File: config.mk
export PLATFORM = sky130hd
export DESIGN_NAME = stride_agu
export DESIGN_NICKNAME = d
export VERILOG_FILES = /design/src/dmem_pkg.sv /design/src/stride_agu.sv
export VERILOG_INCLUDE_DIRS = /design/src /design/src/src
export SDC_FILE = /design/constraint.sdc
export NUM_CORES = 1
export LEC_CHECK = 0
export BUFFER_PORTS_ARGS = -buffer_cell sky130_fd_sc_hd__buf_2
export CAP_MARGIN = 20
export CORE_UTILIZATION = 50
export DETAILED_ROUTE_END_ITERATION = 7
export PLACE_DENSITY = 0.8
export SKIP_LAST_GASP = 1
export SLEW_MARGIN = 20
export SYNTH_ARGS = -nofsm -noshare
export SYNTH_HDL_FRONTEND = slang
export SYNTH_SLANG_ARGS = --single-unit
File: constraint.sdc
create_clock -name clock -period 4.2 [get_ports clock]
set_input_delay 0.21 -clock clock [delete_from_list [all_inputs] [get_ports clock]]
set_output_delay 0.21 -clock clock [all_outputs]
set_load 0.03 [all_outputs]
File: src/dmem_params.svh
`ifndef DMEM_PARAMS_SVH
`define DMEM_PARAMS_SVH

// Word width of the memory and of the router link
`define DMEM_DATA_WIDTH 32

// Number of words held by the tile memory
`define DMEM_DEPTH 256

// Address, stride and length width
// Address arithmetic wraps modulo the depth
`define DMEM_ADDR_WIDTH 8

`endif
File: src/dmem_pkg.sv
`include "dmem_params.svh"

package dmem_pkg;

	typedef logic [`DMEM_DATA_WIDTH-1:0] data_t;
	typedef logic [`DMEM_ADDR_WIDTH-1:0] addr_t;	// Address, stride or length

	typedef enum logic [1:0] {
		REQ_PORT1,
		REQ_PORT2,
		REQ_ROUTER,
		REQ_NONE
	} requester_t;

	typedef enum logic [1:0] {
		OP_IDLE,
		OP_STORE,
		OP_LOAD
	} router_op_t;

	typedef struct packed {
		router_op_t op;
		logic [5:0] spare;
		addr_t length;
		addr_t stride;
		addr_t base;
	} router_header_t;

	// Header or payload, depending on what the adapter expects
	typedef union packed {
		router_header_t header;
		data_t data;
	} router_word_t;

endpackage

File: src/stride_agu.sv
`timescale 1ns/1ps

module stride_agu (
	input logic clock,
	input logic reset,
	input logic start,
	input dmem_pkg::addr_t length,
	input dmem_pkg::addr_t stride,
	input dmem_pkg::addr_t base,
	input logic step,
	output dmem_pkg::addr_t address,
	output logic last,
	output logic active
);
	import dmem_pkg::*;

	addr_t remaining;	// Beats left, current one included
	logic advance;

	assign advance = step & active;
	assign last = active & (remaining == addr_t'(1));

	always_ff @(posedge clock) begin
		if (reset) begin
			active <= 1'b0;
			remaining <= '0;
		end else if (start) begin
			active <= 1'b1;
			remaining <= length;
		end else if (advance) begin
			remaining <= remaining - addr_t'(1);
			if (last) begin
				active <= 1'b0;
			end
		end
	end

	// Eight bit sum wraps at the memory depth
	always_ff @(posedge clock) begin
		if (start) begin
			address <= base;
		end else if (advance) begin
			address <= address + stride;
		end
	end

endmodule

## Yosys cells after proc, flatten, opt, wreduce, memory -nomap -nowiden

Index checks and enable logic that the tools add are counted.

- Add/sub/neg operators: 2
- Eq/ne operators: 1
- Multiplexer cells: 7
- Bitwise logic cells: 2
- Reductions and logical operators: 3

Operator list:

| operator | count |
|---|---|
| $mux 8 | 4 |
| $add 8x8->8 | 1 |
| $eq 8x1->1 const B | 1 |
| $sub 8x1->8 const B | 1 |
| $reduce_bool 2->1 | 2 |
| $mux 1 | 3 |
| $and 1x1->1 | 2 |
| $reduce_and 2->1 | 1 |

- Bits in registers: 17
- Input bits: 28
- Output and inout bits: 10
- Word-level logic and storage cells: 18

## Longest topological paths before layout

Gate-level depths: netlist (run 1).

- Word-level depth: 5
- Gate-level depth with buffers: 8
- Gate-level depth less buffers: 8

## Worst setup path after synthesis (run 1)

OpenSTA, ideal clock, no wires.

- Kind: flip-flop to flip-flop
- From: reg address[0]
- To: reg address[6] (data pin)
- Library setup time: 0.279 ns
- Arrival: 1.691 ns
- Required time: 3.921 ns
- Setup slack: 2.230 ns
- Cell stages (with the launch flop): 9
- Path buffers: 0
- Period minus slack after synthesis: 1.970 ns
- Cell sequence: edfxtp_1 -> ha_1 -> inv_1 -> fa_1 -> nor2b_1 -> o31a_1 -> o21ai_0 -> nand3_1 -> o311ai_0

- Cells in the longest elaborated chain, start to end: 3

Ends and longest elaborated chain:

| element | RTL line | text |
|---|---|---|
| from (decl) | stride_agu.sv:11 | `output dmem_pkg::addr_t address,` |
| from (signal assigned) | stride_agu.sv:41 | `address <= base;` |
| from (signal assigned) | stride_agu.sv:43 | `address <= address + stride;` |
| $add 8x8->8 | stride_agu.sv:43 |  |
| $mux 8 | stride_agu.sv:42 | `end else if (advance) begin` |
| $mux 8 | stride_agu.sv:40 | `if (start) begin` |

Every way passes these cells. The select of a mux whose other input is x is not followed.
A chain may end at the register's enable or synchronous reset.

## Worst setup path after layout (run 1)

- From: reg remaining[3]
- To: out last

- Cells in the longest elaborated chain, start to end: 2

Ends and longest elaborated chain:

| element | RTL line | text |
|---|---|---|
| from (decl) | stride_agu.sv:17 | `addr_t remaining;` |
| from (signal assigned) | stride_agu.sv:29 | `remaining <= length;` |
| from (signal assigned) | stride_agu.sv:31 | `remaining <= remaining - addr_t'(1);` |
| $eq 8x1->1 | stride_agu.sv:21 | `assign last = active & (remaining == addr_t'(1));` |
| $and 1x1->1 | stride_agu.sv:21 |  |
| to (decl) | stride_agu.sv:12 | `output logic last,` |

Every way passes these cells.

==> impl_metrics.ini, run 1 <==
[sta]
max_freq_mhz = 484
timing.final.crit_share = 0.492
rsz0062_at_grt = no
setup_slack_ps = 2130
setup_tns_ps = 0
hold_ws_ps = 129
finalSetupViolations = 0
period_minus_slack_ps = 2070
drv_slew = 0
tightest_slew_ps = 533
skew_ps = 7.30
hold_violations = 0
slew_headroom = 0.645

[clock_network]
cts_sinks = 17
cts.clk_slew.worst_paths_ps = 100
clock_latency_ps = 300
clockBufferDepth = 2
cts_tree = built
post_cts_buffers = 0
tritoncts.num_buffers = 3
ctsHoldBuffers = 0
h-tree-depth = 1
cts-root-buf = clkbuf_4
cts_resized = 0

[floorplanning]
row_count = 16
initial_core_util = 0.553
die_x_um = 49.3
ios = 38
core_area_mm2 = 0.00202
die_y_um = 49.3
dieArea_mm2 = 0.00243

[global_route]
grt_overflow = 0
grt_pass1_vias = 972
track_usage = 0.212
grt_max_degree = 34
antenna_found_initial = 0
grt_pass1_wl_um = 4000

[logic_synthesis]
syn_area_mm2 = 0.00112
avgSynthCellArea_um2 = 9.23
ys_warn_count = 0
synthArstFlopShare = 0
synth_edf_count = 8
syn_nets = 159
synth_flop_cell = dfxtp_1
ys_seq_area_frac = 0.376
synthDistinctLibCells = 35
synth_top_area_share = 0.215
yosys_register_bits = 17
synth_top_area_cell = edfxtp_1
yosys.cell_count.top_type = a21oi_1
synthTopCellsByCount = 12 x a21oi_1, 10 x nand2_1, 10 x nor2_1, 9 x dfxtp_1, 9 x ha_1
syn_inst = 121
synth_area_leaders = edfxtp_1 22%, dfxtp_1 16%, ha_1 10%, a21oi_1 5.4%, xnor2_1 4.7%

[place]
dpl.hpwl_um = 1760
routabilityCongestion = 0.815
pre_cts_ws_ps = 2280
portBuffers = 37
placed_area_mm2 = 0.00132

[worst_setup_path]
worstPathArrival_ps = 1860
r2r_slack_ps = 2280
reg2reg_from = address[0]$_DFFE_PP_
startpoint_type = register
ff2ff_path_depth = 8
reg2reg_to = address[6]$_DFFE_PP_
crit_path_end_kind = output pin
slowest_stage = or4_4
critical_path_class = register to output pin
critPathRequiredTime_ps = 3990
max_stage_delay_ps = 560
worstPathCellList = or4_4 > nor4b_2 > and2_1 > buf_2
path_max_fanout = 5

[outcome]
outcome = finished, final reports clean

[route]
wl_per_cell_um = 12.3
firstDrtPassIters = 4
routed_via_density = 5.41
postRouteAntennaNets = 0
finalWirelength_um = 2260
drc = 0
drt_iter0_drc = 9
vias = 996

[cells_and_area]
post-route-util = 0.665
fin_area_mm2 = 0.00134
num-nets-final = 196
fillers = 185
n_antenna_cell = 0
areaGrowthSynthToFinish_pct = 20.3
drive_above_1_share = 0.299

[power_and_ir_drop]
peakVddDrop_uv = 204
p_leak_nw = 0.613
powerDensity_mw_per_mm2 = 347

[run]
cap_violations = 0

[min_path]
hp-class = input pin to register
min_from = length[0]
holdPathEnd = remaining[0]$_SDFFE_PP0P_
whs_path_depth = 3
## routing by layer
layer	wire length, um	GRT usage
met1	976	0.255
met2	1140	0.384
met3	120	0.0312
met4	23	0.0637
met5	0	0
## metrics by stage
stage,std cells,power [mW]
5_1_grt,184,0.501
6_report,184,0.467
2_1_floorplan,121,0.334
3_5_place_dp,180,0.379
3_3_place_gp,180,0.373
4_1_cts,184,0.472
## power breakdown
part | switching, mW | total [mW] | internal (mW)
registers | 0.0141 | 0.211 | 0.197
clock network | 0.0553 | 0.0909 | 0.0356
logic | 0.0935 | 0.165 | 0.0716
## final cells by class
class	count	area [um^2]	area share
sequential	17	420	0.313
multi-input combinational	92	651	0.484
clock buffer	3	22.5	0.0168
inverter	7	26.3	0.0196
tap	27	33.8	0.0251
timing repair buffer	37	185	0.138
clock inverter	1	5.00	0.00372
## flip-flops by register name, indices dropped and copies added, names as in the netlist
signal	cells
address	8
remaining	8
active	1
## critical path: cells and delay by family (launching register included)
kind,cells,cell delay [ps]
buffers and inverters,1,190
and+or+nand+nor,3,990
DFF,1,370
## worst max path at each step
stage	endpoint	slack, ps	startpoint
3_3_place_gp	address[7]$_DFFE_PP_	2390	address[2]$_DFFE_PP_
6_report	last	2130	remaining[3]$_SDFFE_PP0P_
5_1_grt	last	2000	remaining[3]$_SDFFE_PP0P_
4_1_cts	last	2110	remaining[3]$_SDFFE_PP0P_
3_5_place_dp	address[6]$_DFFE_PP_	2280	address[0]$_DFFE_PP_
2_1_floorplan	address[6]$_DFFE_PP_	2230	address[0]$_DFFE_PP_
## cell families after synthesis
logic type,Yosys count,synth area share
xor+xnor,11,0.0862
simple gates,38,0.189
flops,17,0.376
mux,3,0.0291
buf+inv,12,0.0414
fa+ha+maj,10,0.119
compound gates,30,0.159
## placed cells by master (no fill, tap or decap), drive strengths merged, types with 2 or more instances in the layout
| master | Yosys | layout |
|---|---|---|
| nand2 | 10 | 10 |
| ha | 9 | 9 |
| dfxtp | 9 | 9 |
| xor2 | 5 | 5 |
| or4 | 2 | 2 |
| clkbuf | 3 | 3 |
| o21ai | 8 | 8 |
| nand3 | 4 | 4 |
| buf | 2 | 37 |
| nor2b | 3 | 3 |
| inv | 7 | 7 |
| mux2 | 2 | 2 |
| nor2 | 10 | 10 |
| a21o | 2 | 2 |
| xnor2 | 6 | 6 |
| edfxtp | 8 | 8 |
| o21a | 3 | 3 |
| a21oi | 12 | 12 |
No activity file was read; power rests on OpenSTA's default activity.
==> run 2, diff against run 1 <==
Settings changed: CORE_UTILIZATION 50 to 44, PLACE_DENSITY 0.8 to 0.74.
Clock period 4.2 ns to 1.8 ns, I/O delays scaled along.
==> impl_metrics.ini, run 2 (synthesis gave the netlist of run 1 again) <==
[route]
drt_iter0_drc = 16
routed_via_density = 5.34
wl_per_cell_um = 13.0
drc = 0
vias = 1052
postRouteAntennaNets = 0
firstDrtPassIters = 4
finalWirelength_um = 2550

[cells_and_area]
n_antenna_cell = 0
num-nets-final = 208
fin_area_mm2 = 0.00157
final_cell_mix = 36 x buf_2, 12 x buf_4, 10 x nand2_1, 10 x nor2_1, 10 x a21oi_1
final_common_cell = buf_2
areaGrowthSynthToFinish_pct = 40.8
largestRegisters = address x8, remaining x8, active x1
drive_above_1_share = 0.450

[place]
portBuffers = 37
dpl.hpwl_um = 1820
routabilityCongestion = 0.828
placed_area_mm2 = 0.00142

[global_route]
grt_pass1_wl_um = 4160
use_met2 = 0.348
grt_max_degree = 19
grt_use_met1 = 0.269
top_usage_layer = met2
antenna_found_initial = 0
grt_use_met3 = 0.0348
grt_pass1_vias = 978
grt_overflow = 0
track_usage = 0.211

[clock_network]
cts_tree = built
cts-root-buf = clkbuf_4
cts_sinks = 17
tritoncts.num_buffers = 3
h-tree-depth = 1
clock_latency_ps = 300
cts.clk_slew.worst_paths_ps = 110
ctsHoldBuffers = 0
clockBufferDepth = 2

[sta]
tightest_slew_ps = 454
skew_ps = 8.00
rsz0062_at_grt = yes
slew_headroom = 0.697
max_freq_mhz = 549
drv_slew = 0
hold_violations = 0
timing.final.crit_share = 1.01
period_minus_slack_ps = 1820
setup_slack_ps = -22.0
setup_tns_ps = -24.6
finalSetupViolations = 2

[floorplanning]
ios = 38
initial_core_util = 0.486
core_area_mm2 = 0.00230
dieArea_mm2 = 0.00274
row_count = 17
die_y_um = 52.4
die_x_um = 52.4

[min_path]
min_from = length[2]
holdPathEnd = remaining[2]$_SDFFE_PP0P_
hp-class = input pin to register
whs_path_depth = 3

[power_and_ir_drop]
total_power_mw = 1.21
powerDensity_mw_per_mm2 = 772
pwr-share-seq = 0.411
pwr-share-comb = 0.411
intPower_uw = 786
switchingPower_uw = 428
p_leak_nw = 0.679
peakVddDrop_uv = 553
clockPowerShare = 0.178
p_sw_frac = 0.352

[outcome]
outcome = finished with violations
violations = setup timing

[worst_setup_path]
critical_path_class = register to register
path_delay_family = flip-flops
path_max_fanout = 5
path_buf_inv = 0
max_stage_delay_ps = 450
reg2reg_from = address[4]$_DFFE_PP_
crit_path_end_kind = register
startpoint_type = register
ff2ff_path_depth = 6
r2r_slack_ps = -20
worstPathArrival_ps = 1880
critPathRequiredTime_ps = 1860
worstPathCellList = ha_4 > nand4_1 > a21oi_2 > and3b_1 > xnor2_1 > mux2_2
reg2reg_to = address[7]$_DFFE_PP_
slowest_stage = edfxtp_1

[run]
cap_violations = 0
[run 2: worst max path at each step]
stage	startpoint	end	slack, ps	cells after the start
6_report	address[4]$_DFFE_PP_	address[7]$_DFFE_PP_	-20	6
5_1_grt	address[5]$_DFFE_PP_	address[7]$_DFFE_PP_	-90	6
4_1_cts	remaining[6]$_SDFFE_PP0P_	last	-30	4
3_5_place_dp	address[0]$_DFFE_PP_	address[6]$_DFFE_PP_	-50	7
3_3_place_gp	address[0]$_DFFE_PP_	address[6]$_DFFE_PP_	40	8
2_1_floorplan	address[0]$_DFFE_PP_	address[6]$_DFFE_PP_	-120	8
[run 2: worst min-delay path, delay by kind of cell]
kind	cells	cell delay, ps
AND/OR/NAND/NOR	1	70
buffers and inverters	1	70
AO/OA/AOI/OAI	1	50
[run 2: metrics by stage]
| stage | setup slack [ps] | cells | hold WS [ps] | utilization |
|---|---|---|---|---|
| after detailed placement | -46.4 | 185 | 338 | 0.616 |
| after global placement | 35.4 | 185 | 323 | 0.616 |
| final | -22.0 | 197 | 21.0 | 0.685 |
| after global routing | -93.3 | 197 | 35.4 | 0.685 |
| after floorplan | -123 | 121 | 233 | - |
| after CTS | -28.0 | 193 | 14.8 | 0.651 |
[run 2: power groups by stage]
stage                     logic, mW  registers (mW)  clock network (mW)
after floorplan               0.250           0.563                   0
after global placement        0.425           0.503                   0
after detailed placement      0.432           0.507                   0
after CTS                     0.456           0.496               0.227
after global routing          0.551           0.503               0.239
final                         0.499           0.499               0.216
[run 2: layout make-up]
cell class / count / area (um^2)
clock buffers: 3 / 22.5
clock inverters: 1 / 5.00
fillers: 176 / 724
inverters: 7 / 26.3
multi-input cells: 92 / 776
flip-flops and latches: 17 / 427
well taps: 28 / 35.0
repair buffers: 49 / 282
[run 2: repair_timing]
| action | in CTS | in global routing |
|---|---|---|
| gates resized for setup | 9 | 7 |
| hold endpoints to repair | 0 | 0 |
| buffers inserted | 4 | 4 |
| pin swaps | 3 | 4 |
| setup endpoints to repair | 2 | 4 |
[run 2: metal layers]
| layer | share of wire | routed length [um] | vias up |
|---|---|---|---|
| li1 | - | - | 527 |
| met1 | 0.46 | 1180 | 487 |
| met2 | 0.48 | 1220 | 33 |
| met3 | 0.046 | 117 | 5 |
| met4 | 0.015 | 39 | 0 |
| met5 | 0 | 0 | - |
