### src/dmem_params.svh
`ifndef DMEM_PARAMS_SVH
`define DMEM_PARAMS_SVH

// Word width of the memory and of the router link
`define DMEM_DATA_WIDTH 32

// Number of words held by the tile memory
`define DMEM_DEPTH 256

// Address, stride and length width
// Address arithmetic wraps modulo the depth
`define DMEM_ADDR_WIDTH 8

`endif
### src/dmem_pkg.sv
`include "dmem_params.svh"

package dmem_pkg;

	typedef logic [`DMEM_DATA_WIDTH-1:0] data_t;
	typedef logic [`DMEM_ADDR_WIDTH-1:0] addr_t;	// Address, stride or length

	typedef enum logic [1:0] {
		REQ_PORT1,
		REQ_PORT2,
		REQ_ROUTER,
		REQ_NONE
	} requester_t;

	typedef enum logic [1:0] {
		OP_IDLE,
		OP_STORE,
		OP_LOAD
	} router_op_t;

	typedef struct packed {
		router_op_t op;
		logic [5:0] spare;
		addr_t length;
		addr_t stride;
		addr_t base;
	} router_header_t;

	// Header or payload, depending on what the adapter expects
	typedef union packed {
		router_header_t header;
		data_t data;
	} router_word_t;

endpackage

### src/access_if.sv
`timescale 1ns/1ps

interface access_if;
	import dmem_pkg::*;

	logic req;	// Held until grant
	addr_t length;
	addr_t stride;
	addr_t base;
	logic grant;
	logic done;	// One cycle, on the last accepted beat

	modport requester (
		output req,
		output length,
		output stride,
		output base,
		input grant,
		input done
	);

	modport arbiter (
		input req,
		input length,
		input stride,
		input base,
		output grant,
		output done
	);

endinterface

### src/access_arbiter.sv
`timescale 1ns/1ps

module access_arbiter (
	input logic clock,
	input logic reset,
	access_if.arbiter port_a,
	access_if.arbiter port_b,
	access_if.arbiter port_c,
	input logic beat,
	input logic last,
	output logic start,
	output dmem_pkg::addr_t length,
	output dmem_pkg::addr_t stride,
	output dmem_pkg::addr_t base,
	output dmem_pkg::requester_t owner
);
	import dmem_pkg::*;

	logic [2:0] pending;
	logic [1:0] first;
	logic [1:0] cand;
	requester_t prev;
	requester_t pick;
	logic finish;

	assign pending = {port_c.req, port_b.req, port_a.req};
	assign finish = beat & last & (owner != REQ_NONE);

	always_comb begin
		case (prev)
			REQ_PORT1: first = 2'd1;
			REQ_PORT2: first = 2'd2;
			default: first = 2'd0;	// Port one after reset
		endcase
	end

	// Search starts one past the last winner
	always_comb begin
		pick = REQ_NONE;
		cand = first;
		for (int i = 0; i < 3; i++) begin
			cand = 2'((first + i) % 3);
			if (pick == REQ_NONE && pending[cand]) begin
				pick = requester_t'(cand);
			end
		end
	end

	always_ff @(posedge clock) begin
		if (reset) begin
			owner <= REQ_NONE;
			prev <= REQ_ROUTER;
			start <= 1'b0;
		end else begin
			start <= 1'b0;
			if (owner == REQ_NONE) begin
				if (pick != REQ_NONE) begin
					owner <= pick;
					prev <= pick;
					start <= 1'b1;	// AGU loads next cycle
				end
			end else if (finish) begin
				owner <= REQ_NONE;
			end
		end
	end

	always_ff @(posedge clock) begin
		if (owner == REQ_NONE) begin
			case (pick)
				REQ_PORT1: begin
					length <= port_a.length;
					stride <= port_a.stride;
					base <= port_a.base;
				end
				REQ_PORT2: begin
					length <= port_b.length;
					stride <= port_b.stride;
					base <= port_b.base;
				end
				REQ_ROUTER: begin
					length <= port_c.length;
					stride <= port_c.stride;
					base <= port_c.base;
				end
				default: ;
			endcase
		end
	end

	assign port_a.grant = (owner == REQ_PORT1);
	assign port_b.grant = (owner == REQ_PORT2);
	assign port_c.grant = (owner == REQ_ROUTER);

	assign port_a.done = finish & (owner == REQ_PORT1);	// Owner only
	assign port_b.done = finish & (owner == REQ_PORT2);
	assign port_c.done = finish & (owner == REQ_ROUTER);

endmodule

### src/flat_wrapper.sv
// flat-port wrapper written by rule: the top's interface ports become plain ports
module access_arbiter_flat import dmem_pkg::*;
  (clock, reset, beat, last, start, length, stride, base, owner, port_a_req, port_a_length, port_a_stride, port_a_base, port_a_grant, port_a_done, port_b_req, port_b_length, port_b_stride, port_b_base, port_b_grant, port_b_done, port_c_req, port_c_length, port_c_stride, port_c_base, port_c_grant, port_c_done);
  access_if port_a_i ();
  access_if port_b_i ();
  access_if port_c_i ();
  input logic clock;
  input logic reset;
  input logic beat;
  input logic last;
  output logic start;
  output dmem_pkg::addr_t length;
  output dmem_pkg::addr_t stride;
  output dmem_pkg::addr_t base;
  output dmem_pkg::requester_t owner;
  input wire logic [$bits(port_a_i.req)-1:0] port_a_req;
  input wire logic [$bits(port_a_i.length)-1:0] port_a_length;
  input wire logic [$bits(port_a_i.stride)-1:0] port_a_stride;
  input wire logic [$bits(port_a_i.base)-1:0] port_a_base;
  output wire logic [$bits(port_a_i.grant)-1:0] port_a_grant;
  output wire logic [$bits(port_a_i.done)-1:0] port_a_done;
  input wire logic [$bits(port_b_i.req)-1:0] port_b_req;
  input wire logic [$bits(port_b_i.length)-1:0] port_b_length;
  input wire logic [$bits(port_b_i.stride)-1:0] port_b_stride;
  input wire logic [$bits(port_b_i.base)-1:0] port_b_base;
  output wire logic [$bits(port_b_i.grant)-1:0] port_b_grant;
  output wire logic [$bits(port_b_i.done)-1:0] port_b_done;
  input wire logic [$bits(port_c_i.req)-1:0] port_c_req;
  input wire logic [$bits(port_c_i.length)-1:0] port_c_length;
  input wire logic [$bits(port_c_i.stride)-1:0] port_c_stride;
  input wire logic [$bits(port_c_i.base)-1:0] port_c_base;
  output wire logic [$bits(port_c_i.grant)-1:0] port_c_grant;
  output wire logic [$bits(port_c_i.done)-1:0] port_c_done;
  assign port_a_i.req = port_a_req;
  assign port_a_i.length = port_a_length;
  assign port_a_i.stride = port_a_stride;
  assign port_a_i.base = port_a_base;
  assign port_a_grant = port_a_i.grant;
  assign port_a_done = port_a_i.done;
  assign port_b_i.req = port_b_req;
  assign port_b_i.length = port_b_length;
  assign port_b_i.stride = port_b_stride;
  assign port_b_i.base = port_b_base;
  assign port_b_grant = port_b_i.grant;
  assign port_b_done = port_b_i.done;
  assign port_c_i.req = port_c_req;
  assign port_c_i.length = port_c_length;
  assign port_c_i.stride = port_c_stride;
  assign port_c_i.base = port_c_base;
  assign port_c_grant = port_c_i.grant;
  assign port_c_done = port_c_i.done;
  access_arbiter u_core (.clock(clock), .reset(reset), .port_a(port_a_i), .port_b(port_b_i), .port_c(port_c_i), .beat(beat), .last(last), .start(start), .length(length), .stride(stride), .base(base), .owner(owner));
endmodule
### config.mk
export PLATFORM = sky130hd
export DESIGN_NAME = access_arbiter_flat
export DESIGN_NICKNAME = d
export VERILOG_FILES = /design/src/dmem_pkg.sv /design/src/access_if.sv /design/src/access_arbiter.sv /design/src/flat_wrapper.sv
export VERILOG_INCLUDE_DIRS = /design/src /design/src/src
export SDC_FILE = /design/constraint.sdc
export NUM_CORES = 1
export LEC_CHECK = 0
export BUFFER_PORTS_ARGS = -buffer_cell sky130_fd_sc_hd__buf_2
export CAP_MARGIN = 20
export CORE_ASPECT_RATIO = 0.9
export CORE_MARGIN = 2
export CORE_UTILIZATION = 43
export DETAILED_ROUTE_END_ITERATION = 12
export GPL_TIMING_DRIVEN = 0
export PLACE_DENSITY = 0.86
export SLEW_MARGIN = 20
export SYNTH_ARGS = -nofsm -noshare
export SYNTH_HDL_FRONTEND = slang
export SYNTH_SLANG_ARGS = --single-unit
### constraint.sdc
create_clock -name clock -period 5.83 [get_ports clock]
set_input_delay 0.583 -clock clock [delete_from_list [all_inputs] [get_ports clock]]
set_output_delay 0.583 -clock clock [all_outputs]
set_load 0.01 [all_outputs]
; ---- Word level (Yosys, flattened, before mapping)
; Index checks and enable logic that the tools add are counted.
[classes]
add_sub_neg = 2
n_mul = 0
div = 3
magnitude_cmp = 3
eq_ne = 11
shift = 0
mux = 17
n_bitwise = 6
n_reduce_logical = 11
[op_table]
columns = op, count
row1 = $pmux 8 s3, 3
row2 = $mod 32x2->32 const B, 2
row3 = $mod 2x2->32 const B, 1
row4 = $mux 2, 6
row5 = $eq 2x2->1 const B, 5
row6 = $lt 2x3->1 const B, 3
row7 = $bmux 1 s2, 3
row8 = $eq 2x1->1 const B, 3
row9 = $logic_not 2->1, 3
row10 = $ne 2x2->1 const B, 3
row11 = $reduce_and 2->1, 3
row12 = $and 1x1->1, 5
row13 = $mux 1, 4
row14 = $pmux 2 s2, 1
row15 = $add 2x1->3 const B, 1
row16 = $add 2x2->3 const B, 1
row17 = $reduce_bool 3->1, 1
row18 = $logic_and 1x1->1, 2
row19 = $reduce_bool 2->1, 1
row20 = $reduce_or 2->1, 1
row21 = $not 1->1, 1
[word_totals]
regBits = 29
latch_bits = 0
mem_bits_rw = 0
rom_bits = 0
output_inout_bits = 33
elab_cells = 59
n_memories = 0

; ---- Depth between registers and ports, before layout
[logic_depth]
ltp_word = 15
mapped_depth = 8

; ---- Least setup slack after synthesis
; Ideal clock, no wire load.
[synth_path]
kind = input-to-reg
from = input port port_c_req
to = register u_core.base[0], enable pin
setup_ns = 0.405
arrival_ns = 2.186
required_ns = 5.425
slack_ns = 3.240
stages = 5
path_cell_list = a21boi_0 > o22a_2 > inv_2 > ha_1 > nor2_1
[synth_via]
elab_chain_cells = 12
[synth_lines]
columns = item, line
row1 = "start, declared", flat_wrapper.sv:28  ; input wire logic [$bits(port_c_i.req)-1:0] port_c_req;
row2 = $bmux 1 s2, access_arbiter.sv:43  ; if (pick == REQ_NONE && pending[cand]) begin
row3 = $mux 1 (implied by the code), access_arbiter.sv:43
row4 = $mux 2, access_arbiter.sv:43
row5 = $eq 2x2->1, access_arbiter.sv:43
row6 = $logic_and 1x1->1, access_arbiter.sv:43
row7 = $mux 2, access_arbiter.sv:43
row8 = $eq 2x2->1, access_arbiter.sv:43
row9 = $logic_and 1x1->1, access_arbiter.sv:43
row10 = $mux 2 *, access_arbiter.sv:43
row11 = named net u_core.pick[0], access_arbiter.sv:23  ; requester_t pick;
row12 = "$eq 2x1->1, or another cell as far along", access_arbiter.sv:70  ; case (pick)
row13 = $reduce_bool 3->1 (no line) *, n/a
row14 = $reduce_and 2->1 (no line) *, n/a
row15 = "end signal, assigned", access_arbiter.sv:74  ; base <= port_a.base;
row16 = "end signal, assigned", access_arbiter.sv:79  ; base <= port_b.base;
row17 = "end signal, assigned", access_arbiter.sv:84  ; base <= port_c.base;
row18 = "end, declared", access_arbiter.sv:14  ; output dmem_pkg::addr_t base,
; The timed path passes the listed nets; every way through them passes the cells marked *. The select of a mux whose other input is x is not followed.
; A chain may end at the register's enable or synchronous reset.

; ---- Worst setup path in the final report
[layout_path]
from = input port port_b_req
to = register u_core.length[6], enable pin
[layout_via]
elab_chain_cells = 12
[layout_lines]
columns = item, line
row1 = "start, declared", flat_wrapper.sv:22  ; input wire logic [$bits(port_b_i.req)-1:0] port_b_req;
row2 = $bmux 1 s2, access_arbiter.sv:43
row3 = $mux 1 (implied by the code), access_arbiter.sv:43
row4 = $mux 2, access_arbiter.sv:43
row5 = $eq 2x2->1, access_arbiter.sv:43
row6 = $logic_and 1x1->1, access_arbiter.sv:43
row7 = $mux 2, access_arbiter.sv:43
row8 = $eq 2x2->1, access_arbiter.sv:43
row9 = $logic_and 1x1->1, access_arbiter.sv:43
row10 = $mux 2 *, access_arbiter.sv:43
row11 = named net u_core.pick[1], access_arbiter.sv:23
row12 = "$eq 2x1->1, or another cell as far along", access_arbiter.sv:70
row13 = $reduce_bool 3->1 (no line) *, n/a
row14 = $reduce_and 2->1 (no line) *, n/a
row15 = "end signal, assigned", access_arbiter.sv:72  ; length <= port_a.length;
row16 = "end signal, assigned", access_arbiter.sv:77  ; length <= port_b.length;
row17 = "end signal, assigned", access_arbiter.sv:82  ; length <= port_c.length;
row18 = "end, declared", access_arbiter.sv:12  ; output dmem_pkg::addr_t length,
; Marked as above.

==> run_results.csv <==
group,metric,value,unit
place,post-place-cells,297,
global_route,grt_pass1_vias,1359,
global_route,antenna_found_initial,0,
place,port_buffers,111,
floorplanning,initial_core_util,44.4,%
clock_tree,clock_sinks,29,
timing,finalSetupViolations,0,
synth,synth_cells,141,
place,place_congestion,0.717,
timing,fin_skew,0.00196,ns
worst_hold_path,hp-class,"register to register",
timing,maxSlewViolCount,0,
synth,yosysSeqAreaShare,55.5,%
synth,synth_area_per_cell,10.5,sq um
clock_tree,cts_root_buf,"clkbuf_8",
finish,area_delta_synth_final,47.6,%
critical_path,path_class,"input pin to register",
routing,wl_per_cell,13.7,microns
pwr,vdd_drop_max,0.157,mV
timing,whs,0.558,ns
timing,period_needed,2.04,ns
clock_tree,clock_path_buffers,2,
floorplanning,num_rows,20,
global_route,overflow,0,
floorplanning,design.die.area,0.00393,sq mm
synth,synth_top_cells_by_area,"edfxtp_1 (49%), a22oi_1 (12%), o21ai_0 (8.5%)",
status,status,"finished clean",
place,hpwl,3270,microns
pwr,p_leak,1.06,nW
timing,slew_headroom,64.6,%
synth,yosys_warnings,0,
clock_tree,htreeDepth,2,
clock_tree,cts_resized,0,
floorplanning,core_area,0.00333,sq mm
routing,ant_nets,0,
synth,yosysTopAreaCell,"edfxtp_1",
global_route,grtUsageTotal,21.4,%
routing,drtPass1Iterations,4,
place,dp_worst_setup_slack,3.49,ns
timing,timing.final.crit_share,34.9,%
clock_tree,cts_hold_buf,0,
synth,yosysTopAreaCellShare,48.7,%
finish,fill_cells,274,
routing,drc,0,
finish,layout.nets,343,
synth,netlist_area,0.00148,sq mm
global_route,grt_max_degree,16,
critical_path,required,5.81,ns
critical_path,worstPathArrival,2.02,ns
clock_tree,postCtsSetupBuffers,0,
critical_path,critPathCaptureType,"register",
routing,vias_per_cell,5.10,
global_route,grt_pass1_wl,6240,microns
timing,rsz0062_at_grt,"no",
timing,hold_viol_final,0,
clock_tree,cts_made_buffers,5,
routing,wl,4170,microns
timing,tns,0,ns
routing,drt_first_iter_violations,136,
floorplanning,die_w,65.8,microns
job,maxCapViolations,0,
finish,diodes,0,
critical_path,startpoint_type,"input pin",
critical_path,cp_max_fo,15,
finish,drive_gt1_share,51.2,%
finish,instances_no_fill,304,
floorplanning,io_pins,112,
timing,fin_ws,3.79,ns
timing,fmax,491,MHz
clock_tree,cts_tree,"built",
floorplanning,die_y,59.6,microns
synth,syn_nets,224,
synth,synth_seq_cells,29,
routing,vias,1551,
synth,synth.distinct_cells,23,
clock_tree,clk_pin_slew,0.06,ns
timing,tightest_slew,0.531,ns
clock_tree,insertion_delay,0.27,ns
pwr,p_per_area,385,mW/mm^2
==> worst paths after layout <==
kind / start / endpoint / slack, ns / cells past startpoint
max: port_b_req / u_core.length[6] / 3.79 / 7
min: u_core.prev[0] / u_core.prev[0] / 0.56 / 3
max reg2reg: u_core.prev[0] / u_core.length[6] / 3.81 / 6
min reg2reg: u_core.prev[0] / u_core.prev[0] / 0.56 / 3
==> routing by layer <==
metal,routed length [microns],GRT usage (%),vias to the layer above
met1,1710,26.8,698
met3,325,5.32,8
li1,-,-,763
met4,85,10.4,0
met5,0,0,-
met2,2050,34.6,82
==> kinds of logic (layout without fill, tap and decap cells) <==
| kind of cell | Yosys count | count (layout) | synth area share, % |
|---|---|---|---|
| flip-flops | 29 | 29 | 55.5 |
| buffers and inverters | 14 | 133 | 4.15 |
| adder cells (fa/ha/maj) | 4 | 4 | 3.38 |
| AO/OA/AOI/OAI | 57 | 57 | 25.2 |
| AND/OR/NAND/NOR | 37 | 37 | 11.8 |
==> sequential cells by signal (all words and copies together), names as in the netlist <==
name,flops
u_core.start,1
u_core.owner,2
u_core.prev,2
u_core.length,8
u_core.stride,8
u_core.base,8
==> through the flow <==
stage	util, %	area [sq um]	total power, mW
final	65.6	2180	0.841
after detailed placement	63.3	2110	0.699
after CTS	65.6	2180	0.847
after global placement	62.8	2090	0.681
after global routing	65.6	2180	0.900
after floorplan	-	1480	0.546
==> power breakdown <==
group	switching, mW	internal, mW
Clock	0.0676	0.0801
Sequential	0.0271	0.331
Combinational	0.198	0.136
Total	0.293	0.548
==> cells in the mapped netlist (all sizes together) <==
library cell / number
o32a: 2
o22a: 1
a22oi: 24
nand2: 25
nand2b: 1
a21oi: 2
inv: 5
and2: 4
ha: 4
a31oi: 1
clkbuf: 2
a21boi: 1
o21a: 1
or2: 1
dfxtp: 5
o21ai: 25
buf: 7
edfxtp: 24
and2b: 2
nand3b: 1
nor2: 3
==> cells in the final DEF, fill, tap and decap left out, drive strengths merged, types with 2 or more instances in the layout <==
cell type and instances:
inv 5, and2b 2, clkbuf 8, and2 4, a22oi 24, a21oi 2
nor2 3, buf 119, nand2 25, dfxtp 5, edfxtp 24, o21ai 25
ha 4, o32a 2
==> worst max-delay path: stages <==
cell and delay, ns:
buf_2 0.10, nand2b_1 0.08, a31oi_2 0.27, inv_2 0.11
ha_1 0.20, nor2_2 0.44, buf_8 0.23
==> layout make-up <==
type	instances	area (sq um)	share of cell area, %
sequential	29	821	37.6
clock buffer	6	72.6	3.32
timing repair buffer	112	571	26.1
multi-input combinational	98	599	27.4
clock inverter	1	3.75	0.172
tap	44	55.1	2.52
inverter	5	18.8	0.860
buffer	9	42.5	1.95
Note: power is estimated with default switching activity, not from simulation.
