**src/dmem_params.svh**
```systemverilog
`ifndef DMEM_PARAMS_SVH
`define DMEM_PARAMS_SVH

// Word width of the memory and of the router link
`define DMEM_DATA_WIDTH 32

// Number of words held by the tile memory
`define DMEM_DEPTH 256

// Address, stride and length width
// Address arithmetic wraps modulo the depth
`define DMEM_ADDR_WIDTH 8

`endif
```
**src/dmem_pkg.sv**
```systemverilog
`include "dmem_params.svh"

package dmem_pkg;

	typedef logic [`DMEM_DATA_WIDTH-1:0] data_t;
	typedef logic [`DMEM_ADDR_WIDTH-1:0] addr_t;	// Address, stride or length

	typedef enum logic [1:0] {
		REQ_PORT1,
		REQ_PORT2,
		REQ_ROUTER,
		REQ_NONE
	} requester_t;

	typedef enum logic [1:0] {
		OP_IDLE,
		OP_STORE,
		OP_LOAD
	} router_op_t;

	typedef struct packed {
		router_op_t op;
		logic [5:0] spare;
		addr_t length;
		addr_t stride;
		addr_t base;
	} router_header_t;

	// Header or payload, depending on what the adapter expects
	typedef union packed {
		router_header_t header;
		data_t data;
	} router_word_t;

endpackage

```
**src/access_if.sv**
```systemverilog
`timescale 1ns/1ps

interface access_if;
	import dmem_pkg::*;

	logic req;	// Held until grant
	addr_t length;
	addr_t stride;
	addr_t base;
	logic grant;
	logic done;	// One cycle, on the last accepted beat

	modport requester (
		output req,
		output length,
		output stride,
		output base,
		input grant,
		input done
	);

	modport arbiter (
		input req,
		input length,
		input stride,
		input base,
		output grant,
		output done
	);

endinterface

```
**src/router_port.sv**
```systemverilog
`timescale 1ns/1ps

module router_port (
	input logic clock,
	input logic reset,
	input logic rt_in_valid,
	input dmem_pkg::data_t rt_in_data,
	output logic rt_in_ready,
	output logic rt_out_valid,
	output dmem_pkg::data_t rt_out_data,
	input logic rt_out_ready,
	access_if.requester st_access,
	access_if.requester ld_access,
	output logic st_valid,
	output dmem_pkg::data_t st_data,
	input logic st_ready,
	input logic ld_valid,
	input dmem_pkg::data_t ld_data,
	output logic ld_ready
);
	import dmem_pkg::*;

	router_op_t state;	// Command in progress
	router_word_t in_word;
	addr_t cmd_length;
	addr_t cmd_stride;
	addr_t cmd_base;
	logic st_req;
	logic ld_req;
	logic header_take;

	assign in_word = router_word_t'(rt_in_data);
	assign header_take = (state == OP_IDLE) & rt_in_valid;

	// Headers while idle, store payload while storing
	assign rt_in_ready = (state == OP_IDLE) | ((state == OP_STORE) & st_ready);
	assign st_valid = (state == OP_STORE) & rt_in_valid;
	assign st_data = in_word.data;

	assign rt_out_valid = (state == OP_LOAD) & ld_valid;
	assign rt_out_data = ld_data;
	assign ld_ready = (state == OP_LOAD) & rt_out_ready;

	assign st_access.req = st_req;
	assign st_access.length = cmd_length;
	assign st_access.stride = cmd_stride;
	assign st_access.base = cmd_base;

	assign ld_access.req = ld_req;
	assign ld_access.length = cmd_length;
	assign ld_access.stride = cmd_stride;
	assign ld_access.base = cmd_base;

	always_ff @(posedge clock) begin
		if (reset) begin
			state <= OP_IDLE;
			st_req <= 1'b0;
			ld_req <= 1'b0;
		end else begin
			case (state)
				OP_IDLE: begin
					if (header_take) begin
						case (in_word.header.op)
							OP_STORE: begin
								st_req <= 1'b1;
								state <= OP_STORE;
							end
							OP_LOAD: begin
								ld_req <= 1'b1;
								state <= OP_LOAD;
							end
							default: ;	// Dropped
						endcase
					end
				end
				OP_STORE: begin
					if (st_access.grant) begin
						st_req <= 1'b0;
					end
					if (st_access.done) begin
						state <= OP_IDLE;
					end
				end
				OP_LOAD: begin
					if (ld_access.grant) begin
						ld_req <= 1'b0;
					end
					if (ld_access.done) begin
						state <= OP_IDLE;
					end
				end
				default: state <= OP_IDLE;
			endcase
		end
	end

	always_ff @(posedge clock) begin
		if (header_take) begin
			cmd_length <= in_word.header.length;
			cmd_stride <= in_word.header.stride;
			cmd_base <= in_word.header.base;
		end
	end

endmodule

```
**src/flat_wrapper.sv**
```systemverilog
// flat-port wrapper written by rule: the top's interface ports become plain ports
module router_port_flat import dmem_pkg::*;
  (clock, reset, rt_in_valid, rt_in_data, rt_in_ready, rt_out_valid, rt_out_data, rt_out_ready, st_valid, st_data, st_ready, ld_valid, ld_data, ld_ready, st_access_req, st_access_length, st_access_stride, st_access_base, st_access_grant, st_access_done, ld_access_req, ld_access_length, ld_access_stride, ld_access_base, ld_access_grant, ld_access_done);
  access_if st_access_i ();
  access_if ld_access_i ();
  input logic clock;
  input logic reset;
  input logic rt_in_valid;
  input dmem_pkg::data_t rt_in_data;
  output logic rt_in_ready;
  output logic rt_out_valid;
  output dmem_pkg::data_t rt_out_data;
  input logic rt_out_ready;
  output logic st_valid;
  output dmem_pkg::data_t st_data;
  input logic st_ready;
  input logic ld_valid;
  input dmem_pkg::data_t ld_data;
  output logic ld_ready;
  output wire logic [$bits(st_access_i.req)-1:0] st_access_req;
  output wire logic [$bits(st_access_i.length)-1:0] st_access_length;
  output wire logic [$bits(st_access_i.stride)-1:0] st_access_stride;
  output wire logic [$bits(st_access_i.base)-1:0] st_access_base;
  input wire logic [$bits(st_access_i.grant)-1:0] st_access_grant;
  input wire logic [$bits(st_access_i.done)-1:0] st_access_done;
  output wire logic [$bits(ld_access_i.req)-1:0] ld_access_req;
  output wire logic [$bits(ld_access_i.length)-1:0] ld_access_length;
  output wire logic [$bits(ld_access_i.stride)-1:0] ld_access_stride;
  output wire logic [$bits(ld_access_i.base)-1:0] ld_access_base;
  input wire logic [$bits(ld_access_i.grant)-1:0] ld_access_grant;
  input wire logic [$bits(ld_access_i.done)-1:0] ld_access_done;
  assign st_access_req = st_access_i.req;
  assign st_access_length = st_access_i.length;
  assign st_access_stride = st_access_i.stride;
  assign st_access_base = st_access_i.base;
  assign st_access_i.grant = st_access_grant;
  assign st_access_i.done = st_access_done;
  assign ld_access_req = ld_access_i.req;
  assign ld_access_length = ld_access_i.length;
  assign ld_access_stride = ld_access_i.stride;
  assign ld_access_base = ld_access_i.base;
  assign ld_access_i.grant = ld_access_grant;
  assign ld_access_i.done = ld_access_done;
  router_port u_core (.clock(clock), .reset(reset), .rt_in_valid(rt_in_valid), .rt_in_data(rt_in_data), .rt_in_ready(rt_in_ready), .rt_out_valid(rt_out_valid), .rt_out_data(rt_out_data), .rt_out_ready(rt_out_ready), .st_access(st_access_i), .ld_access(ld_access_i), .st_valid(st_valid), .st_data(st_data), .st_ready(st_ready), .ld_valid(ld_valid), .ld_data(ld_data), .ld_ready(ld_ready));
endmodule
```
**config.mk**
```make
export PLATFORM = sky130hd
export DESIGN_NAME = router_port_flat
export DESIGN_NICKNAME = d
export VERILOG_FILES = /design/src/dmem_pkg.sv /design/src/access_if.sv /design/src/router_port.sv /design/src/flat_wrapper.sv
export VERILOG_INCLUDE_DIRS = /design/src /design/src/src
export SDC_FILE = /design/constraint.sdc
export NUM_CORES = 1
export LEC_CHECK = 0
export BUFFER_PORTS_ARGS = -buffer_cell sky130_fd_sc_hd__buf_2
export CAP_MARGIN = 20
export CORE_AREA = 2 2 75 77
export DETAILED_ROUTE_END_ITERATION = 8
export DIE_AREA = 0 0 77 79
export MAX_ROUTING_LAYER = met4
export PLACE_DENSITY_LB_ADDON = 0.15
export SYNTH_ARGS = -nofsm -noshare
export SYNTH_HDL_FRONTEND = slang
export SYNTH_SLANG_ARGS = --single-unit
```
**constraint.sdc**
```tcl
create_clock -name clock -period 2.4 [get_ports clock]
set_clock_uncertainty 0.15 [all_clocks]
set_input_delay 0.24 -clock clock [delete_from_list [all_inputs] [get_ports clock]]
set_output_delay 0.24 -clock clock [all_outputs]
set_load 0.005 [all_outputs]
```
Yosys cells after proc, flatten, opt, wreduce, memory -nomap -nowiden:

Index checks and enable logic that the tools add are counted.

* register bits: 28
* bits of input ports: 74
* output and inout bits: 118
* word-level logic and storage cells: 43

* equality and inequality tests: 12
* mux-type cells: 13
* bitwise gates (word level): 6
* reductions and logical operators: 6

Operator list (number)
* inequality test 2 bit (second input constant): 6
* AND reduction 4 bit: 3
* two-way mux 1 bit: 6
* two-way mux 2 bit: 3
* case mux 2 bit (3 select lines): 1
* AND 1 bit: 5
* == test 2 x 1 -> 1 bit (second input constant): 2
* == test 2 bit (second input constant): 2
* case mux 1 bit (2 select lines): 2
* case mux 2 bit (2 select lines): 1
* nonzero test 2 bit: 2
* inequality test 3 bit (second input constant): 1
* zero test 2 bit: 1
* inequality test 2 x 1 -> 1 bit (second input constant): 1
* bitwise OR 1 bit: 1

Logic depth before layout (Yosys ltp):

Gate-level depths: netlist of the first run.

* word-level depth: 4
* gate-level depth with buffers: 3
* mapped depth without buffers: 3

Worst setup path before layout of the first run:

OpenSTA, ideal clock, no wires.

* path type: register to register
* start point: register u_core.state[1]
* end point: register u_core.ld_req (netlist: u_core.ld_access.req)
* arrival: 1.867 ns
* data required time: 2.170 ns
* path slack: 0.303 ns
* stages on the path, launching flop included: 4
* period minus slack after synthesis: 2.097 ns
* path through: dfxtp_1 nor3b_2 a31oi_1 a211oi_2

* longest elaborated chain between the ends: 4
* elaborated cells between the ends (all ways): 9
* those cells by class: 4 x eq/ne; 1 x mux; 1 x bitwise; 3 x reduce/logical

RTL lines
* start, declared: RTL line router_port.sv:23 `router_op_t state;`
* start signal, assigned: RTL line router_port.sv:56 `state <= OP_IDLE;`
* start signal, assigned: RTL line router_port.sv:66 `state <= OP_STORE;`
* start signal, assigned: RTL line router_port.sv:70 `state <= OP_LOAD;`
* zero test 2 bit: RTL line router_port.sv:33 `assign header_take = (state == OP_IDLE) & rt_in_valid;`
* AND 1 bit: RTL line router_port.sv:33
* net u_core.header_take: RTL line router_port.sv:30 `logic header_take;`
* inequality test 2 x 1 -> 1 bit (no line)
* AND reduction 4 bit (no line)
* end signal, assigned: RTL line router_port.sv:58 `ld_req <= 1'b0;`
* end signal, assigned: RTL line router_port.sv:69 `ld_req <= 1'b1;`
* end signal, assigned: RTL line router_port.sv:86 `ld_req <= 1'b0;`
* end, declared: RTL line router_port.sv:29 `logic ld_req;`

The timed path passes the listed nets, and every way through them passes these cells.
A chain may end at the register's enable or synchronous reset.

Worst setup path after layout of the first run:

* start point: register u_core.state[1]
* end point: output port rt_out_valid

* longest elaborated chain between the ends: 2

RTL lines
* == test 2 bit: RTL line router_port.sv:40 `assign rt_out_valid = (state == OP_LOAD) & ld_valid;`
* AND 1 bit: RTL line router_port.sv:40
* end, declared: RTL line flat_wrapper.sv:11 `output logic rt_out_valid;`

No other way between the ends.

==> results of run 1 <==
cells in the final DEF, fill, tap and decap left out, types with 2 or more instances in the layout:
cell / instances
buf_2: 115
edfxtp_1: 24
dlygate4sd3_1: 7
inv_1: 4
a21oi_1: 4
dfxtp_1: 4
clkbuf_8: 3
and2_1: 2
nor3_1: 2
flip-flops by register name (all words and copies together), names as in the netlist:
name and cells:
u_core.st_access.req 1, u_core.ld_access.req 1, u_core.state 2, u_core.ld_access.base 8
u_core.ld_access.length 8, u_core.ld_access.stride 8
final cells by class:
type / count / area, um2
clock buffers: 3 / 41.3
inverters: 4 / 15.0
fillers: 579 / 3600
flip-flops and latches: 28 / 801
repair buffers: 123 / 653
well taps: 72 / 90.1
multi-input cells: 18 / 135
power by group:
part           leakage (nW)  switching (mW)  internal (mW)
sequential            0.265          0.0147          0.564
combinational         0.554          0.0712         0.0858
clock                0.0216           0.131          0.112
total                 0.841           0.217          0.762
timing repair:
| action | 4_1_cts | 5_1_grt |
|---|---|---|
| hold endpoints to repair | 3 | 4 |
| hold buffers | 3 | 4 |
| gates resized for setup | 0 | 0 |
path summary, 6_finish.rpt:
check | endpoint | slack [ns] | cells past startpoint
worst max-delay path | rt_out_valid | 0.65 | 3
worst min-delay path | u_core.ld_access.base[5] | 0.01 | 1
worst max register to register | u_core.ld_access.req | 0.90 | 4
worst min register to register | u_core.st_access.req | 0.34 | 2
worst max-delay path: stages, from the launching register on:
cell     delay [ns]
dfxtp_1        0.50
nor2b_1        0.32
and2_1         0.17
buf_2          0.10
layer usage:
metal / global-route usage / share of wire / up-vias
met5: - / 0 / -
met4: 0.0786 / 0.044 / 0
met3: 0.0295 / 0.12 / 22
met2: 0.177 / 0.52 / 97
met1: 0.0809 / 0.31 / 429
li1: - / - / 443
cells by family (layout without fill, tap and decap cells):
| family | count (synthesis) | in the layout | synth area share |
|---|---|---|---|
| buffers and inverters | 92 | 130 | 0.421 |
| flip-flops | 28 | 28 | 0.499 |
| AND/OR/NAND/NOR | 11 | 11 | 0.0530 |
| AO/OA/AOI/OAI | 7 | 7 | 0.0273 |
through the flow:
stage                     setup slack, ns   util
after CTS                           0.598  0.318
after detailed placement            0.901  0.304
after floorplan                     0.303      -
final                               0.651  0.325
after global routing                0.546  0.325
after global placement              0.937  0.304
==> metrics.cfg, run 1 <==
[timing]
hold_viol = 0
setup_viol = 0
period_share = 0.729
tns_ns = 0
tightest_slew_ns = 0.328
whs_ns = 0.00995
slew_viol_final = 0
fmax_mhz = 572
grt_setup_unrepaired = false
post-route-min-period_ns = 1.75
slew_headroom = 0.781

[yosys]
netlist_area_um2 = 1610
synth_warnings = 0
synth_area_leaders = edfxtp_1 (45%), buf_4 (41%), dfxtp_1 (5.0%), a21oi_1 (1.2%), inv_1 (0.94%)
syn_inst = 138
yosysTopAreaCell = edfxtp_1
synth_nets = 212
yosys.area.top_type_share = 0.449
synth_edf_count = 24
synth_async_sr_flop_share = 0
yosys-top-cells-count = buf_4 (88), edfxtp_1 (24), a21oi_1 (4), dfxtp_1 (4), inv_1 (4)
synth.most_common_cell = buf_4
yosysSeqAreaShare = 0.499
synth_top_flop_cell = edfxtp_1
postSynthAreaPerCell_um2 = 11.6
synth-seq-cells = 28
ys_types = 17

[cells_and_area]
drive_gt1_frac = 0.699
nets = 252
antenna_cells = 0
design_area_um2 = 1740
syn2layout_area_growth_pct = 8.11
stdcell_count = 248

[critical_path]
required_ns = 2.01
critPathLaunchType = register
crit_path_end_kind = output port
startpoint = u_core.state[1]
crit_fanout = 8
crit_arrival_ns = 1.36
worstReg2RegStart = u_core.state[1]
critPathKind = reg2out

[clock_tree]
cts_sinks = 28
clock_path_buffers = 2
cts_made_buffers = 3
root_buffer = clkbuf_8
clk_latency_ns = 0.26
postCtsSetupRepairBufs = 0
path_clk_slew_ns = 0.09
cts_tree = yes
htreeDepth = 1

[routing]
drtAntennaViolNets = 0
drt-vias-per-instance = 4.00
drt-total-wl_um = 3210
first_pass_iters = 2
drtIter0Drc = 38
via_count = 991
wire_per_inst_um = 12.9
drc_errors = 0

[grt]
grt_use_total = 0.0968
grt_overflow = 0
grt_max_degree = 27
antenna_found_initial = 0
grt_first_pass_wirelength_um = 4440
grt_pass1_vias = 957

[power]
power_density_nw_per_um2 = 564
leakage_nw = 0.841
finalPower_mw = 0.978
peakVddDrop_mv = 0.208

[run_status]
outcome = finished clean

[placed_design]
place_area_um2 = 1620
dp.cells = 238
port-buffer-count = 115
place.gp.congestion = 0.649

[die]
placementRows = 27
dieHeight_um = 79
die_x_um = 77
ios = 192
initial_utilization = 0.301
core_area_um2 = 5340
die_area_um2 = 6080

[hold_path]
min_from = rt_in_data[5]
hold_class = in2reg

[job]
cap_violations = 0

Power figures use the tool's default switching activity.
==> inputs of run 2 (changes only) <==
--- a/config.mk
+++ b/config.mk
@@ -8,9 +8,9 @@
 export LEC_CHECK = 0
 export BUFFER_PORTS_ARGS = -buffer_cell sky130_fd_sc_hd__buf_2
 export CAP_MARGIN = 20
-export CORE_AREA = 2 2 75 77
+export CORE_MARGIN = 2
+export CORE_UTILIZATION = 30
 export DETAILED_ROUTE_END_ITERATION = 8
-export DIE_AREA = 0 0 77 79
 export MAX_ROUTING_LAYER = met4
 export PLACE_DENSITY_LB_ADDON = 0.15
 export SYNTH_ARGS = -nofsm -noshare
==> constraint.sdc (replaced) <==
create_clock -name clock -period 1.5 [get_ports clock]
set_clock_uncertainty 0.15 [all_clocks]
set_input_delay 0.15 -clock clock [delete_from_list [all_inputs] [get_ports clock]]
set_output_delay 0.15 -clock clock [all_outputs]
set_load 0.005 [all_outputs]
==> run 2 against run 1 <==
Final cell count up 7.3%. Worst setup slack worse by 0.53 ns. Clock power up 140%. Utilization up 6.0 points. Critical path type unchanged. First-iteration DRC count down 76%.
==> metrics.cfg, run 2 (synthesis results as in run 1) <==
[cells_and_area]
nets = 271  ; +7.5%
final_cell_mix = buf_2 (115), dlygate4sd3_1 (26), edfxtp_1 (24)
design_area_um2 = 1980  ; +14%
antenna_cells = 0  ; unchanged
drive_gt1_frac = 0.648  ; -0.0509
syn2layout_area_growth_pct = 23.2
stdcell_count = 266  ; +7.3%
mostFrequentLayoutCell = buf_2
nFillCells = 531  ; -8.3%

[clock_tree]
clock_path_buffers = 2  ; unchanged
cts_tree = yes
htreeDepth = 1  ; unchanged
postCtsSetupRepairBufs = 0  ; unchanged
path_clk_slew_ns = 0.10  ; about the same
cts_sinks = 28  ; unchanged
cts_made_buffers = 3  ; unchanged
clk_latency_ns = 0.27  ; about the same
root_buffer = clkbuf_8

[grt]
grt_first_pass_wirelength_um = 5340  ; +20%
grt_overflow = 0  ; unchanged
grt_use_total = 0.115  ; +0.0182
grt_pass1_vias = 1085  ; +13%
antenna_found_initial = 0  ; unchanged
grt_max_degree = 25  ; -7.4%

[die]
ios = 192  ; unchanged
dieHeight_um = 77.2  ; -2.3%
die_area_um2 = 5950  ; -2.2%
core_area_um2 = 5140  ; -3.7%
die_x_um = 77.2  ; +0.19%
placementRows = 26  ; -3.7%
initial_utilization = 0.312  ; +0.0116

[power]
power_density_nw_per_um2 = 913  ; +62%
leakage_nw = 0.941  ; +12%
peakVddDrop_mv = 0.333  ; +60%

[timing]
post-route-min-period_ns = 1.38
grt_setup_unrepaired = false
setup_viol = 0  ; unchanged
tns_ns = 0  ; unchanged
period_share = 0.921
finalWorstSetupSlack_ns = 0.119  ; -0.532 ns
slew_headroom = 0.839  ; +0.0578
tightest_slew_ns = 0.241  ; -0.0870 ns
hold_viol = 0  ; unchanged
fmax_mhz = 724
slew_viol_final = 0  ; unchanged

[placed_design]
place_area_um2 = 1640  ; +0.77%
dp_hpwl_um = 2610
dp.cells = 236  ; -0.84%
port-buffer-count = 115  ; unchanged
place.gp.congestion = 0.703  ; +8.3%
dpl_worst_slack_ns = 0.183  ; -0.718 ns

[critical_path]
crit_fanout = 8  ; unchanged
critPathLaunchType = register
reg2regPathDepth = 2  ; -2
crit_path_end_kind = output port
required_ns = 1.20  ; -0.81 ns
crit_arrival_ns = 1.08  ; -0.28 ns
critPathKind = reg2out

[routing]
drt-total-wl_um = 3550  ; +11%
wire_per_inst_um = 13.4  ; +3.2%
via_count = 1067  ; +7.7%
drtIter0Drc = 9  ; -76%
drc_errors = 0  ; unchanged
drtAntennaViolNets = 0  ; unchanged
drt-vias-per-instance = 4.01  ; +0.38%
first_pass_iters = 2  ; unchanged

[job]
cap_violations = 0  ; unchanged

[run_status]
outcome = finished clean

[hold_path]
min_path_cells = 3  ; +2
hold_class = in2reg

run 2: cell types whose count changed in the layout (fill, tap and decap cells not counted), sizes merged:
cell / before / now
bufinv: 0 / 1
dlygate4sd3: 7 / 26
run 2: stage by stage:
| step | utilization | power, mW | hold slack, ns |
|---|---|---|---|
| after floorplan | - | 1.18 | 0.0691 |
| after global placement | 0.318 | 1.19 | 0.150 |
| after detailed placement | 0.318 | 1.19 | 0.150 |
| after CTS | 0.383 | 1.85 | 0.0146 |
| after global routing | 0.385 | 1.91 | 0.0262 |
| final | 0.385 | 1.81 | 0.0274 |
run 2: critical path: stages, from the launching register on:
cell	delay (ns)
dfxtp_4	0.40
nor2b_4	0.17
and2_1	0.13
buf_2	0.10
run 2: routing by layer:
metal	global-route usage	wire, um	up-vias
met3	0.0471	422	20
li1	-	-	483
met4	0.0500	75	0
met1	0.101	1190	475
met2	0.213	1870	89
met5	-	0	-
run 2: final timing paths:
check | start | to | slack, ns
worst max-delay path | u_core.state[1] | ld_ready | 0.12
worst min-delay path | rt_in_data[30] | u_core.st_access.req | 0.03
worst max register to register | u_core.state[0] | u_core.ld_access.stride[2] | 0.16
worst min register to register | u_core.state[1] | u_core.state[0] | 0.36
run 2: area by class of cell:
class	instances	area, um2	share of cell area
flip-flops and latches	28	806	0.407
well taps	70	87.6	0.0443
multi-input cells	18	143	0.0721
repair buffers	142	856	0.433
clock inverters	1	30.0	0.0152
clock buffers	3	41.3	0.0209
inverters	4	15.0	0.00759
run 2: report_power, final:
group          total, mW  internal [mW]  switching, mW
Sequential         0.925          0.901         0.0246
Combinational      0.299          0.176          0.123
Clock              0.583          0.357          0.226
run 2: timing repair:
| action | CTS | global route |
|---|---|---|
| endpoints found under the hold margin | 28 | 0 |
| gates resized for setup | 1 | 2 |
| endpoints found under the setup margin | 2 | 2 |
| hold buffers | 26 | 0 |
| gates cloned | 0 | 0 |
| pin swaps | 0 | 0 |
==> inputs of run 3 (changes only) <==
--- a/config.mk
+++ b/config.mk
@@ -16,3 +16,4 @@
 export SYNTH_ARGS = -nofsm -noshare
 export SYNTH_HDL_FRONTEND = slang
 export SYNTH_SLANG_ARGS = --single-unit
+export TNS_END_PERCENT = 30
==> constraint.sdc (replaced) <==
create_clock -name clock -period 1.5 [get_ports clock]
set_clock_uncertainty 0.15 [all_clocks]
set_input_delay 0.075 -clock clock [delete_from_list [all_inputs] [get_ports clock]]
set_output_delay 0.075 -clock clock [all_outputs]
set_load 0.005 [all_outputs]
==> run 3 against run 2 <==
Sequential share of layout area down 0.25 points. Non-clock buffer count is 3 higher. Via count up 0.84%. Clock-buffer cell count increased by 1. Clock power decreased by 20%. Register-to-register slack about the same. Critical path depth unchanged. Wire length increased by 8.8%. Hold slack lost 0.027 ns. Highest routed layer unchanged.
==> metrics.cfg, run 3 (synthesis results as in run 1) <==
[grt]
use_met2 = 0.221  ; +0.00783
grt_overflow = 0  ; unchanged
grt_pass1_vias = 1100  ; +1.4%
grt_first_pass_wirelength_um = 5560  ; +4.1%
grt_max_degree = 25  ; unchanged
antenna_found_initial = 0  ; unchanged
grt_use_total = 0.123  ; +0.00773
grt_use_met1 = 0.107  ; +0.00534
grt_most_used_layer = met2
met3_usage = 0.0541  ; +0.00706

[timing]
tightest_slew_ns = 0.302  ; +0.0604 ns
fmax_mhz = 712  ; -1.7%
setup_viol = 0  ; unchanged
whs_ns = 0.00000201  ; -0.0274 ns
post-route-min-period_ns = 1.40  ; +0.0233 ns
slew_headroom = 0.796  ; -0.0428
period_share = 0.936  ; +0.0155
grt_setup_unrepaired = false
slew_viol_final = 0  ; unchanged
finalWorstSetupSlack_ns = 0.0953  ; -0.0233 ns
tns_ns = 0  ; unchanged
hold_viol = 0  ; unchanged

[cells_and_area]
nFillCells = 511  ; -3.8%
nets = 274  ; +1.1%
mostFrequentLayoutCell = buf_2
seq_area_um2 = 803  ; -0.31%
stdcell_count = 269  ; +1.1%
antenna_cells = 0  ; unchanged
syn2layout_area_growth_pct = 23.6
drive_gt1_frac = 0.638  ; -0.00977
design_area_um2 = 1980  ; +0.32%
final_cell_mix = buf_2 (115), dlygate4sd3_1 (29), edfxtp_1 (24)
multi_input_area_um2 = 138  ; -3.5%

[routing]
drc_errors = 0  ; unchanged
first_pass_iters = 4  ; +2
drt-vias-per-instance = 4.00  ; -0.28%
via_count = 1076  ; +0.84%
drtIter0Drc = 20  ; +11
wire_per_inst_um = 14.4  ; +7.6%
drt-total-wl_um = 3870  ; +8.8%
drtAntennaViolNets = 0  ; unchanged

[power]
peakVddDrop_mv = 0.324  ; -2.9%
leakage_nw = 0.946  ; +0.48%
power_density_nw_per_um2 = 855  ; -6.4%

[die]
core_area_um2 = 5140  ; unchanged
placementRows = 26  ; unchanged
die_area_um2 = 5950  ; unchanged
dieHeight_um = 77.2  ; unchanged
initial_utilization = 0.312  ; unchanged
die_x_um = 77.2  ; unchanged
ios = 192  ; unchanged

[clock_tree]
cts_made_buffers = 3  ; unchanged
cts_sinks = 28  ; unchanged
htreeDepth = 1  ; unchanged
root_buffer = clkbuf_8
path_clk_slew_ns = 0.10  ; about the same
cts_tree = yes
clock_path_buffers = 2  ; unchanged
clk_latency_ns = 0.27  ; about the same

[critical_path]
required_ns = 1.27  ; +0.07 ns
crit_path_end_kind = output port
crit_fanout = 8  ; unchanged
worstReg2RegStart = u_core.state[0]
crit_arrival_ns = 1.18  ; +0.10 ns
startpoint = u_core.state[1]
critPathLaunchType = register
r2r_slack_ns = 0.17  ; about the same
critPathKind = reg2out

[hold_path]
hold_class = in2out
min_from = ld_data[14]

[placed_design]
dpl_worst_slack_ns = 0.178  ; -0.00456 ns
dp.cells = 236  ; unchanged
place.gp.congestion = 0.769  ; +9.4%
place_area_um2 = 1640  ; unchanged
dp_hpwl_um = 2950  ; +13%
port-buffer-count = 115  ; unchanged

[job]
cap_violations = 0  ; unchanged

[run_status]
outcome = finished clean

run 3: changes by cell type in the layout (fill, tap and decap cells not counted):
cell	delta
bufinv_16	-1
clkbuf_8	+1
dfxtp_2	+1
dfxtp_4	-1
dlygate4sd3_1	+3
nor2b_2	+1
nor2b_4	-1
run 3: metal layers:
layer | part of all wire | vias up
li1 | - | 487
met1 | 0.32 | 470
met2 | 0.52 | 95
met3 | 0.13 | 24
met4 | 0.031 | 0
met5 | 0 | -
run 3: path summary, 6_finish.rpt:
check | endpoint | cells past startpoint
hold / removal | rt_out_data[14] | 0
setup reg to reg | u_core.ld_access.stride[1] | 2
setup / recovery | ld_ready | 3
hold reg to reg | u_core.st_access.req | 2
run 3: final cells by class:
type	instances	area share
Clock buffer	4	0.0277
Inverter	4	0.00757
Multi-Input combinational cell	18	0.0694
Sequential cell	28	0.405
Tap cell	70	0.0441
Timing Repair Buffer	145	0.446
run 3: power breakdown:
part	switching [mW]	leakage [nW]	total [mW]	internal [mW]
clock network	0.232	0.0288	0.467	0.235
registers	0.0240	0.266	0.926	0.902
logic	0.124	0.651	0.304	0.180
total	0.379	0.946	1.70	1.32
run 3: timing repair:
item	in CTS	in global routing
setup buffers	0	0
resized for setup	0	1
endpoints found under the hold margin	28	0
hold buffers	29	0
endpoints found under the setup margin	0	2
run 3: stage by stage:
stage / utilization / power, mW
finish: 0.386 / 1.70
global route: 0.386 / 1.78
CTS: 0.386 / 1.73
detailed placement: 0.318 / 1.20
global placement: 0.318 / 1.19
floorplan: - / 1.18
run 3: critical path, cell delays in order, from the launching register on:
cell     delay [ns]
dfxtp_2        0.42
nor2b_2        0.21
and2_1         0.16
buf_2          0.11
